### src/design/capt_pkg.sv
package capt_pkg;

  // ====================
  // Widths
  // ====================
  localparam int PIX_W          = 8;
  localparam int WORD_W         = 32;
  localparam int BYTES_PER_WORD = WORD_W / PIX_W;
  localparam int BE_W           = 2;
  localparam int REG_ADDR_W     = 4;
  localparam int REG_W          = 32;
  localparam int CHK_W          = 16;
  localparam int CNT_W          = 32;
  localparam int LED_W          = 4;

  typedef logic [PIX_W-1:0]      pix_t;
  typedef logic [WORD_W-1:0]     word_t;
  typedef logic [BE_W-1:0]       be_t;
  typedef logic [REG_ADDR_W-1:0] reg_addr_t;
  typedef logic [REG_W-1:0]      reg_data_t;
  typedef logic [CHK_W-1:0]      chk_t;
  typedef logic [CNT_W-1:0]      cnt_t;

  // ====================
  // Register map
  // ====================
  localparam reg_addr_t ADDR_CTRL     = 4'd0;
  localparam reg_addr_t ADDR_BYTE_CNT = 4'd1;
  localparam reg_addr_t ADDR_FRM_CHK  = 4'd2;
  localparam reg_addr_t ADDR_FRM_CNT  = 4'd3;
  localparam reg_addr_t ADDR_FRM_LEN  = 4'd4;

  // CTRL bit positions, SW_RST and CLR_CHK are self-clearing
  localparam int CTRL_EN_CAM  = 0;
  localparam int CTRL_SW_RST  = 1;
  localparam int CTRL_CLR_CHK = 2;
  localparam int CTRL_LED_LSB = 4;

endpackage

### src/design/word_stream_if.sv
interface word_stream_if;
  import capt_pkg::*;

  // One strobe per packed word, no back-pressure
  logic  vld;
  word_t data;
  // Valid bytes minus one
  be_t   be;
  logic  sof;
  logic  eof;

  modport src (
    output vld,
    output data,
    output be,
    output sof,
    output eof
  );

  modport dst (
    input vld,
    input data,
    input be,
    input sof,
    input eof
  );

endinterface

### src/design/capt_stats.sv
module capt_stats (
  input  logic             clk_board,
  input  logic             i_arst_n,
  input  logic             i_sync_clr,
  input  logic             i_clr_chk,
  word_stream_if.dst       i_word,
  output capt_pkg::cnt_t   o_byte_cnt,
  output capt_pkg::chk_t   o_frm_chk,
  output capt_pkg::cnt_t   o_frm_cnt,
  output capt_pkg::cnt_t   o_frm_len
);
  import capt_pkg::*;

  chk_t word_sum;
  chk_t run_chk;
  chk_t chk_next;
  cnt_t word_len;
  cnt_t run_len;
  cnt_t len_next;

  // Byte sum of the valid lanes only
  always_comb begin
    word_sum = '0;
    for (int k = 0; k < BYTES_PER_WORD; k++) begin
      if (k <= int'(i_word.be)) begin
        word_sum = word_sum + chk_t'(i_word.data[k*PIX_W +: PIX_W]);
      end
    end
  end

  assign word_len = cnt_t'(i_word.be) + cnt_t'(1);

  // Running totals restart on a sof word
  assign chk_next = (i_word.sof ? chk_t'(0) : run_chk) + word_sum;
  assign len_next = (i_word.sof ? cnt_t'(0) : run_len) + word_len;

  // ====================
  // Counters
  // ====================
  always_ff @(posedge clk_board or negedge i_arst_n) begin
    if (!i_arst_n) begin
      o_byte_cnt <= '0;
      o_frm_chk  <= '0;
      o_frm_cnt  <= '0;
      o_frm_len  <= '0;
      run_chk    <= '0;
      run_len    <= '0;
    end else if (i_sync_clr) begin
      o_byte_cnt <= '0;
      o_frm_chk  <= '0;
      o_frm_cnt  <= '0;
      o_frm_len  <= '0;
      run_chk    <= '0;
      run_len    <= '0;
    end else begin
      if (i_word.vld) begin
        o_byte_cnt <= o_byte_cnt + word_len;
        run_chk    <= chk_next;
        run_len    <= len_next;
      end
      // Frame close wins over a checksum clear in the same cycle
      if (i_word.vld && i_word.eof) begin
        o_frm_chk <= chk_next;
        o_frm_len <= len_next;
        o_frm_cnt <= o_frm_cnt + cnt_t'(1);
      end else if (i_clr_chk) begin
        o_frm_chk <= '0;
      end
    end
  end

endmodule

### src/design/capt_top.sv
module capt_top #(
  parameter int RST_HOLD = 8
) (
  input  logic                         clk_board,
  input  logic                         i_arst_n,
  // Register port
  input  logic                         i_reg_wr_en,
  input  capt_pkg::reg_addr_t          i_reg_addr,
  input  capt_pkg::reg_data_t          i_reg_wr_data,
  input  logic                         i_reg_rd_en,
  output capt_pkg::reg_data_t          o_reg_rd_data,
  output logic                         o_reg_rd_vld,
  // Camera bytes
  input  logic                         i_cam_vld,
  input  capt_pkg::pix_t               i_cam_data,
  input  logic                         i_cam_sof,
  input  logic                         i_cam_eof,
  // Packed words
  output logic                         o_word_vld,
  output capt_pkg::word_t              o_word_data,
  output capt_pkg::be_t                o_word_be,
  output logic                         o_word_sof,
  output logic                         o_word_eof,
  output logic [capt_pkg::LED_W-1:0]   o_led
);
  import capt_pkg::*;

  logic sync_clr;
  logic en_cam;
  logic sw_rst;
  logic clr_chk;
  cnt_t byte_cnt;
  chk_t frm_chk;
  cnt_t frm_cnt;
  cnt_t frm_len;

  word_stream_if word_if ();

  // ====================
  // Reset and registers
  // ====================
  rst_ctrl #(
    .RST_HOLD   (RST_HOLD)
  ) u_rst_ctrl (
    .clk_board  (clk_board),
    .i_arst_n   (i_arst_n),
    .i_sw_rst   (sw_rst),
    .o_sync_clr (sync_clr)
  );

  reg_decode u_reg_decode (
    .clk_board  (clk_board),
    .i_arst_n   (i_arst_n),
    .i_wr_en    (i_reg_wr_en),
    .i_addr     (i_reg_addr),
    .i_wr_data  (i_reg_wr_data),
    .i_rd_en    (i_reg_rd_en),
    .o_rd_data  (o_reg_rd_data),
    .o_rd_vld   (o_reg_rd_vld),
    .o_en_cam   (en_cam),
    .o_sw_rst   (sw_rst),
    .o_clr_chk  (clr_chk),
    .o_led      (o_led),
    .i_byte_cnt (byte_cnt),
    .i_frm_chk  (frm_chk),
    .i_frm_cnt  (frm_cnt),
    .i_frm_len  (frm_len)
  );

  // ====================
  // Capture path
  // ====================
  pixel_packer u_pixel_packer (
    .clk_board  (clk_board),
    .i_arst_n   (i_arst_n),
    .i_sync_clr (sync_clr),
    .i_en_cam   (en_cam),
    .i_vld      (i_cam_vld),
    .i_data     (i_cam_data),
    .i_sof      (i_cam_sof),
    .i_eof      (i_cam_eof),
    .o_word     (word_if.src)
  );

  capt_stats u_capt_stats (
    .clk_board  (clk_board),
    .i_arst_n   (i_arst_n),
    .i_sync_clr (sync_clr),
    .i_clr_chk  (clr_chk),
    .i_word     (word_if.dst),
    .o_byte_cnt (byte_cnt),
    .o_frm_chk  (frm_chk),
    .o_frm_cnt  (frm_cnt),
    .o_frm_len  (frm_len)
  );

  // Word stream also goes out to the pins
  assign o_word_vld  = word_if.vld;
  assign o_word_data = word_if.data;
  assign o_word_be   = word_if.be;
  assign o_word_sof  = word_if.sof;
  assign o_word_eof  = word_if.eof;

endmodule

### src/design/pixel_packer.sv
module pixel_packer (
  input  logic             clk_board,
  input  logic             i_arst_n,
  input  logic             i_sync_clr,
  input  logic             i_en_cam,
  input  logic             i_vld,
  input  capt_pkg::pix_t   i_data,
  input  logic             i_sof,
  input  logic             i_eof,
  word_stream_if.src       o_word
);
  import capt_pkg::*;

  logic  accept;
  logic  emit;
  logic  sof_held;
  be_t   idx;
  be_t   pos;
  word_t acc;
  word_t next_word;

  assign accept = i_vld && i_en_cam && !i_sync_clr;

  // A sof byte restarts at lane 0 and throws away the partial word
  assign pos  = i_sof ? be_t'(0) : idx;
  assign emit = accept && (i_eof || (pos == be_t'(BYTES_PER_WORD - 1)));

  // ====================
  // Lane merge
  // ====================
  // Lower lanes from acc, new byte at pos, upper lanes zero
  always_comb begin
    next_word = '0;
    for (int k = 0; k < BYTES_PER_WORD; k++) begin
      if (k < int'(pos)) begin
        next_word[k*PIX_W +: PIX_W] = acc[k*PIX_W +: PIX_W];
      end else if (k == int'(pos)) begin
        next_word[k*PIX_W +: PIX_W] = i_data;
      end
    end
  end

  // ====================
  // Control
  // ====================
  always_ff @(posedge clk_board or negedge i_arst_n) begin
    if (!i_arst_n) begin
      idx        <= '0;
      sof_held   <= 1'b0;
      o_word.vld <= 1'b0;
      o_word.sof <= 1'b0;
      o_word.eof <= 1'b0;
    end else if (i_sync_clr) begin
      idx        <= '0;
      sof_held   <= 1'b0;
      o_word.vld <= 1'b0;
      o_word.sof <= 1'b0;
      o_word.eof <= 1'b0;
    end else begin
      o_word.vld <= emit;
      o_word.sof <= emit && (i_sof || sof_held);
      o_word.eof <= emit && i_eof;
      if (accept) begin
        if (emit) begin
          idx      <= '0;
          sof_held <= 1'b0;
        end else begin
          idx      <= pos + be_t'(1);
          sof_held <= i_sof || sof_held;
        end
      end
    end
  end

  // Payload, qualified by vld downstream
  always_ff @(posedge clk_board) begin
    if (accept) begin
      acc <= next_word;
    end
    if (emit) begin
      o_word.data <= next_word;
      o_word.be   <= pos;
    end
  end

endmodule

### src/design/reg_decode.sv
module reg_decode (
  input  logic                         clk_board,
  input  logic                         i_arst_n,
  input  logic                         i_wr_en,
  input  capt_pkg::reg_addr_t          i_addr,
  input  capt_pkg::reg_data_t          i_wr_data,
  input  logic                         i_rd_en,
  output capt_pkg::reg_data_t          o_rd_data,
  output logic                         o_rd_vld,
  output logic                         o_en_cam,
  output logic                         o_sw_rst,
  output logic                         o_clr_chk,
  output logic [capt_pkg::LED_W-1:0]   o_led,
  input  capt_pkg::cnt_t               i_byte_cnt,
  input  capt_pkg::chk_t               i_frm_chk,
  input  capt_pkg::cnt_t               i_frm_cnt,
  input  capt_pkg::cnt_t               i_frm_len
);
  import capt_pkg::*;

  logic      ctrl_wr;
  reg_data_t ctrl_rd;
  reg_data_t rd_mux;

  assign ctrl_wr = i_wr_en && (i_addr == ADDR_CTRL);

  // ====================
  // Control register
  // ====================
  // Only the async reset clears this, so a software reset keeps it
  always_ff @(posedge clk_board or negedge i_arst_n) begin
    if (!i_arst_n) begin
      o_en_cam <= 1'b0;
      o_led    <= '0;
    end else if (ctrl_wr) begin
      o_en_cam <= i_wr_data[CTRL_EN_CAM];
      o_led    <= i_wr_data[CTRL_LED_LSB +: LED_W];
    end
  end

  // Self-clearing bits become single-cycle pulses
  always_ff @(posedge clk_board or negedge i_arst_n) begin
    if (!i_arst_n) begin
      o_sw_rst  <= 1'b0;
      o_clr_chk <= 1'b0;
    end else begin
      o_sw_rst  <= ctrl_wr && i_wr_data[CTRL_SW_RST];
      o_clr_chk <= ctrl_wr && i_wr_data[CTRL_CLR_CHK];
    end
  end

  // ====================
  // Readback
  // ====================
  // Pulse bits always read back as zero
  always_comb begin
    ctrl_rd                          = '0;
    ctrl_rd[CTRL_EN_CAM]             = o_en_cam;
    ctrl_rd[CTRL_LED_LSB +: LED_W]   = o_led;
  end

  always_comb begin
    case (i_addr)
      ADDR_CTRL: begin
        rd_mux = ctrl_rd;
      end
      ADDR_BYTE_CNT: begin
        rd_mux = reg_data_t'(i_byte_cnt);
      end
      ADDR_FRM_CHK: begin
        rd_mux = reg_data_t'(i_frm_chk);
      end
      ADDR_FRM_CNT: begin
        rd_mux = reg_data_t'(i_frm_cnt);
      end
      ADDR_FRM_LEN: begin
        rd_mux = reg_data_t'(i_frm_len);
      end
      default: begin
        rd_mux = '0;
      end
    endcase
  end

  always_ff @(posedge clk_board or negedge i_arst_n) begin
    if (!i_arst_n) begin
      o_rd_vld <= 1'b0;
    end else begin
      o_rd_vld <= i_rd_en;
    end
  end

  // Data is only looked at with o_rd_vld
  always_ff @(posedge clk_board) begin
    if (i_rd_en) begin
      o_rd_data <= rd_mux;
    end
  end

endmodule

### src/design/rst_ctrl.sv
module rst_ctrl #(
  parameter int RST_HOLD = 8
) (
  input  logic clk_board,
  input  logic i_arst_n,
  input  logic i_sw_rst,
  output logic o_sync_clr
);

  localparam int HOLD_W = $clog2(RST_HOLD + 1);

  logic [1:0]        rel_sync;
  logic [HOLD_W-1:0] hold_cnt;

  // ====================
  // Release sync
  // ====================
  // Two flops, assert async and release on the clock
  always_ff @(posedge clk_board or negedge i_arst_n) begin
    if (!i_arst_n) begin
      rel_sync <= '0;
    end else begin
      rel_sync <= {rel_sync[0], 1'b1};
    end
  end

  // ====================
  // Clear stretch
  // ====================
  // Counter parked at full hold until the release gets through
  always_ff @(posedge clk_board or negedge i_arst_n) begin
    if (!i_arst_n) begin
      hold_cnt <= HOLD_W'(RST_HOLD);
    end else if (!rel_sync[1]) begin
      hold_cnt <= HOLD_W'(RST_HOLD);
    end else if (i_sw_rst) begin
      // Pulse cycle itself counts as the first one
      hold_cnt <= HOLD_W'(RST_HOLD - 1);
    end else if (hold_cnt != '0) begin
      hold_cnt <= hold_cnt - HOLD_W'(1);
    end
  end

  assign o_sync_clr = !rel_sync[1] || i_sw_rst || (hold_cnt != '0);

endmodule

### config.mk
export PLATFORM = sky130hd
export DESIGN_NAME = capt_top
export DESIGN_NICKNAME = d
export VERILOG_FILES = /design/src/design/capt_pkg.sv /design/src/design/word_stream_if.sv /design/src/design/capt_stats.sv /design/src/design/capt_top.sv /design/src/design/pixel_packer.sv /design/src/design/reg_decode.sv /design/src/design/rst_ctrl.sv
export SDC_FILE = /design/constraint.sdc
export NUM_CORES = 1
export LEC_CHECK = 0
export ABC_AREA = 0
export BUFFER_PORTS_ARGS = -buffer_cell sky130_fd_sc_hd__buf_2
export CAP_MARGIN = 20
export CORE_UTILIZATION = 35
export CTS_BUF_LIST = sky130_fd_sc_hd__clkbuf_4 sky130_fd_sc_hd__clkbuf_8
export DETAILED_ROUTE_END_ITERATION = 12
export GPL_TIMING_DRIVEN = 0
export PLACE_DENSITY = 0.62
export SLEW_MARGIN = 25
export SYNTH_ARGS = -nofsm -noshare
export SYNTH_HDL_FRONTEND = slang
export SYNTH_SLANG_ARGS = --single-unit
### constraint.sdc
create_clock -name clk_board -period 7.42 [get_ports clk_board]
set_clock_uncertainty 0.1 [all_clocks]
set_input_delay 0.742 -clock clk_board [delete_from_list [all_inputs] [get_ports clk_board]]
set_output_delay 0.742 -clock clk_board [all_outputs]
set_load 0.02 [all_outputs]
==> metrics <==
outcome=finished clean; PD cells=204 nW/um^2; Setup Viol. Count Final=0; largest family of logic cells by synthesized area=simple AND/OR/NAND/NOR gates; clk slew on worst S/H paths=approximately 0.06 ns; Adder-Cell Fraction of Synth Area=5.12%; routed vias/inst=between 5 and 6; syn avg cell area=approximately 9.9 um^2; number of global-route vias before repair=approximately 12,000; All-Layer GR Usage=20.2%; drt total wl=43,800 um; reg2reg setup slack=0.41 ns; Reg area=7210 um^2; CORE AREA=41,900 um^2; number of synthesized flops with an enable pin=90; total power=about 3.5 mW; final hold violations=0; biggest area consumer among synthesized cells=dfrtp_1; r2r startpoint=u_pixel_packer.o_word.be[0]$_DFFE_PP_; Critical Path RT=7.81 ns; initial core utilization=35.4%; multiplexer share of the synthesized area=2.72%; layout cells sized above 1=15.1%; instance count of the mapped netlist=around 1,500; Slew HR=38.4%; RePlAce Congestion=0.895; worst min path class=input port to flip-flop; max_cap viols=0; Max Slew Vio Count=0; Leak=7.14 nW; CTS Buf Count=48; global-route wire length before repair=68,600 um; Worst Max-Slew Pin Slew=0.921 ns; Fill cells=4,143; largest net degree at the start of global routing=83; xor/xnor share of the synthesized area=6.56%; die height=208 um; area of the multi-input gates=7170 um^2; clk root buf=clkbuf_8; final non-filler cell total=2,234; hpwl dp=32,200 um; RSZ-0062 raised after global routing=no; detailed-route DRC error count=0; CTS sink cnt=270; area of the mapped netlist=14,800 um^2; Initial DRC Count=1,291; asr flop ratio synth=66.7%; Fmax=around 0.14 GHz; Nets=about 1,800; Net Count, Synth=between 1,500 and 2,000; IO buf count=between 90 and 100; synth top area cells=dfrtp_1 30%, edfxtp_1 18%, nand2_1 4.9%; Synth Area in Compound Gates=between 10 and 15%; 1st-pass router iterations=8; critical path data arrival time=roughly 7.4 ns; CTS tree=built; clock latency at the later pin of the worst-skew pair=0.62 ns; crit path capture type=flip-flop; Seq/Total Area, Yosys=about half; Max Root-Sink Buffers=3; antenna viol nets, final=0; diodes inserted=0; kind of critical path=flip-flop to flip-flop; Vias=12,260; Final Cycle Share=94.5%; GR Overflow Total=0; placed insts=2,144; die area=43,200 um^2; wire length per cell=19.6 um; FF+latch count, synth=270; hold path cells=2; Yosys warnings=0; initial antenna violation count=4; main flop type after synthesis=dfrtp_1; Commonest cells post-synth=193 x nand2_1, 179 x dfrtp_1, 132 x nor2_1; VDD IR-drop max=0.124 mV; Area Overhead vs Synth=16.9%; TNS Setup=0 ns; num rows=75; Post-Synth Simple-Gate Area=18.9%; critical path peak fanout=10; startpoint types=flip-flop; most frequent cell after synthesis=nand2_1; post-layout min period=around 7.0 ns; Register-to-Register Path Depth=26; Yosys cell types=83; IO Count=125; H-tree levels=2; die span in x=208 um; hold path startpoint=i_reg_wr_data[4]; FF-to-FF End=u_capt_stats.run_chk[14]$_DFFE_PN0P_; final hold slack=0.250 ns; Yosys top cell area share=30.2%; Hold Path Sink=u_reg_decode.o_led[0]$_DFFE_PN0P_
## repair_timing
| item | in CTS | in global routing |
|---|---|---|
| gates resized for setup | 1 | 5 |
| pin swaps | 0 | 0 |
| buffers inserted | 0 | 0 |
| hold endpoints to repair | 31 | 0 |
| hold buffers | 1 | 0 |
| setup endpoints to repair | 5 | 11 |
## power breakdown
part           total (mW)  leakage [nW]  internal [mW]  switching [mW]
registers            1.59          3.33           1.57          0.0246
logic               0.288          3.24         0.0827           0.205
clock network        1.65         0.581          0.968           0.685
## sequential cells by signal, indices dropped and copies added, names as in the netlist, 2 cells and up
register,count
u_capt_stats.o_byte_cnt,32
u_capt_stats.o_frm_cnt,32
u_capt_stats.run_chk,16
u_pixel_packer.acc,24
u_capt_stats.o_frm_len,32
u_rst_ctrl.rel_sync,2
u_pixel_packer.idx,2
u_rst_ctrl.hold_cnt,4
u_reg_decode.o_led,4
u_capt_stats.run_len,32
u_pixel_packer.o_word.data,32
u_reg_decode.o_rd_data,32
u_capt_stats.o_frm_chk,16
u_pixel_packer.o_word.be,2
## worst max-delay path, cell delays in order, from the launching register on
cell	delay, ns
edfxtp_1	0.48
inv_1	0.23
ha_1	0.30
clkbuf_1	0.35
clkbuf_2	0.31
mux2i_1	0.37
inv_1	0.08
ha_1	0.22
inv_1	0.08
fa_1	0.21
nor2b_1	0.08
o31a_1	0.27
o311ai_1	0.42
a21boi_0	0.35
nand2_1	0.09
nand2_1	0.09
ha_1	0.28
and3_1	0.18
a31oi_1	0.30
a211oi_1	0.10
a211o_1	0.33
ha_1	0.33
a21o_1	0.23
a22o_1	0.30
o31ai_1	0.47
mux2i_1	0.27
nand2_1	0.07
## metrics by stage
| stage | setup slack, ns | utilization [%] | instance area [um^2] |
|---|---|---|---|
| floorplan | 1.49 | - | 14800 |
| global placement | 0.0330 | 38.2 | 16000 |
| detailed placement | -0.0579 | 38.6 | 16100 |
| CTS | 0.128 | 41.3 | 17300 |
| global route | 0.00637 | 41.4 | 17300 |
| finish | 0.407 | 41.4 | 17300 |
## placed cells by master, fill, tap and decap left out, types with 8 or more instances in the layout
cell type	count
o21a_1	9
a21oi_1	74
a21o_1	18
nor3_1	21
clkbuf_1	53
and2_1	14
ha_1	51
xor2_1	67
nor2b_1	28
a31oi_1	14
edfxtp_1	90
mux2i_1	20
o21ai_0	97
clkbuf_8	53
and3_1	15
bufinv_16	8
nand2_1	193
or3_1	9
and4_1	9
mux2_2	18
dfrtp_1	179
a222oi_1	32
buf_2	103
nand2b_1	13
xnor2_1	44
inv_1	57
buf_1	8
a22oi_1	15
nand4_1	27
nor2_1	131
a211oi_1	14
clkinv_1	14
o31ai_1	10
nand3_1	57
clkinv_2	8
## worst max path at each step
stage | endpoint | slack, ns | start
finish | u_capt_stats.run_chk[14]$_DFFE_PN0P_ | 0.41 | u_pixel_packer.o_word.be[0]$_DFFE_PP_
global route | u_capt_stats.run_chk[14]$_DFFE_PN0P_ | 0.006 | u_pixel_packer.o_word.be[0]$_DFFE_PP_
CTS | u_capt_stats.o_frm_chk[13]$_DFFE_PN0P_ | 0.13 | u_pixel_packer.o_word.be[0]$_DFFE_PP_
detailed placement | u_capt_stats.o_frm_chk[13]$_DFFE_PN0P_ | -0.06 | u_pixel_packer.o_word.be[0]$_DFFE_PP_
global placement | u_capt_stats.o_frm_chk[13]$_DFFE_PN0P_ | 0.03 | u_pixel_packer.o_word.be[0]$_DFFE_PP_
floorplan | u_capt_stats.run_chk[14]$_DFFE_PN0P_ | 1.49 | u_pixel_packer.o_word.be[0]$_DFFE_PP_
## layer usage
layer / GRT usage [%] / up-vias / part of all wire [%]
met5: 0 / - / 0.089
met4: 7.20 / 8 / 2.8
met3: 3.92 / 90 / 7.1
met1: 27.5 / 5974 / 44
met2: 32.1 / 477 / 46
li1: - / 5711 / -
## area by class of cell
type	count	share of cell area [%]
plain buffers	71	1.69
clock inverters	32	2.13
well taps	539	3.89
repair buffers	107	3.61
inverters	59	1.28
multi-input cells	1099	41.4
clock buffers	57	4.39
flip-flops and latches	270	41.6
## kinds of logic (layout without fill, tap and decap cells)
family,after synthesis,in the layout
AOI/OAI and AO/OA,329,329
xor gates and xnor gates,111,111
adders and majority gates,57,57
buffers and inverters,130,326
DFF,270,270
muxes,38,38
other,1,1
and+or+nand+nor,563,563
(Power assumes the default switching activity.)
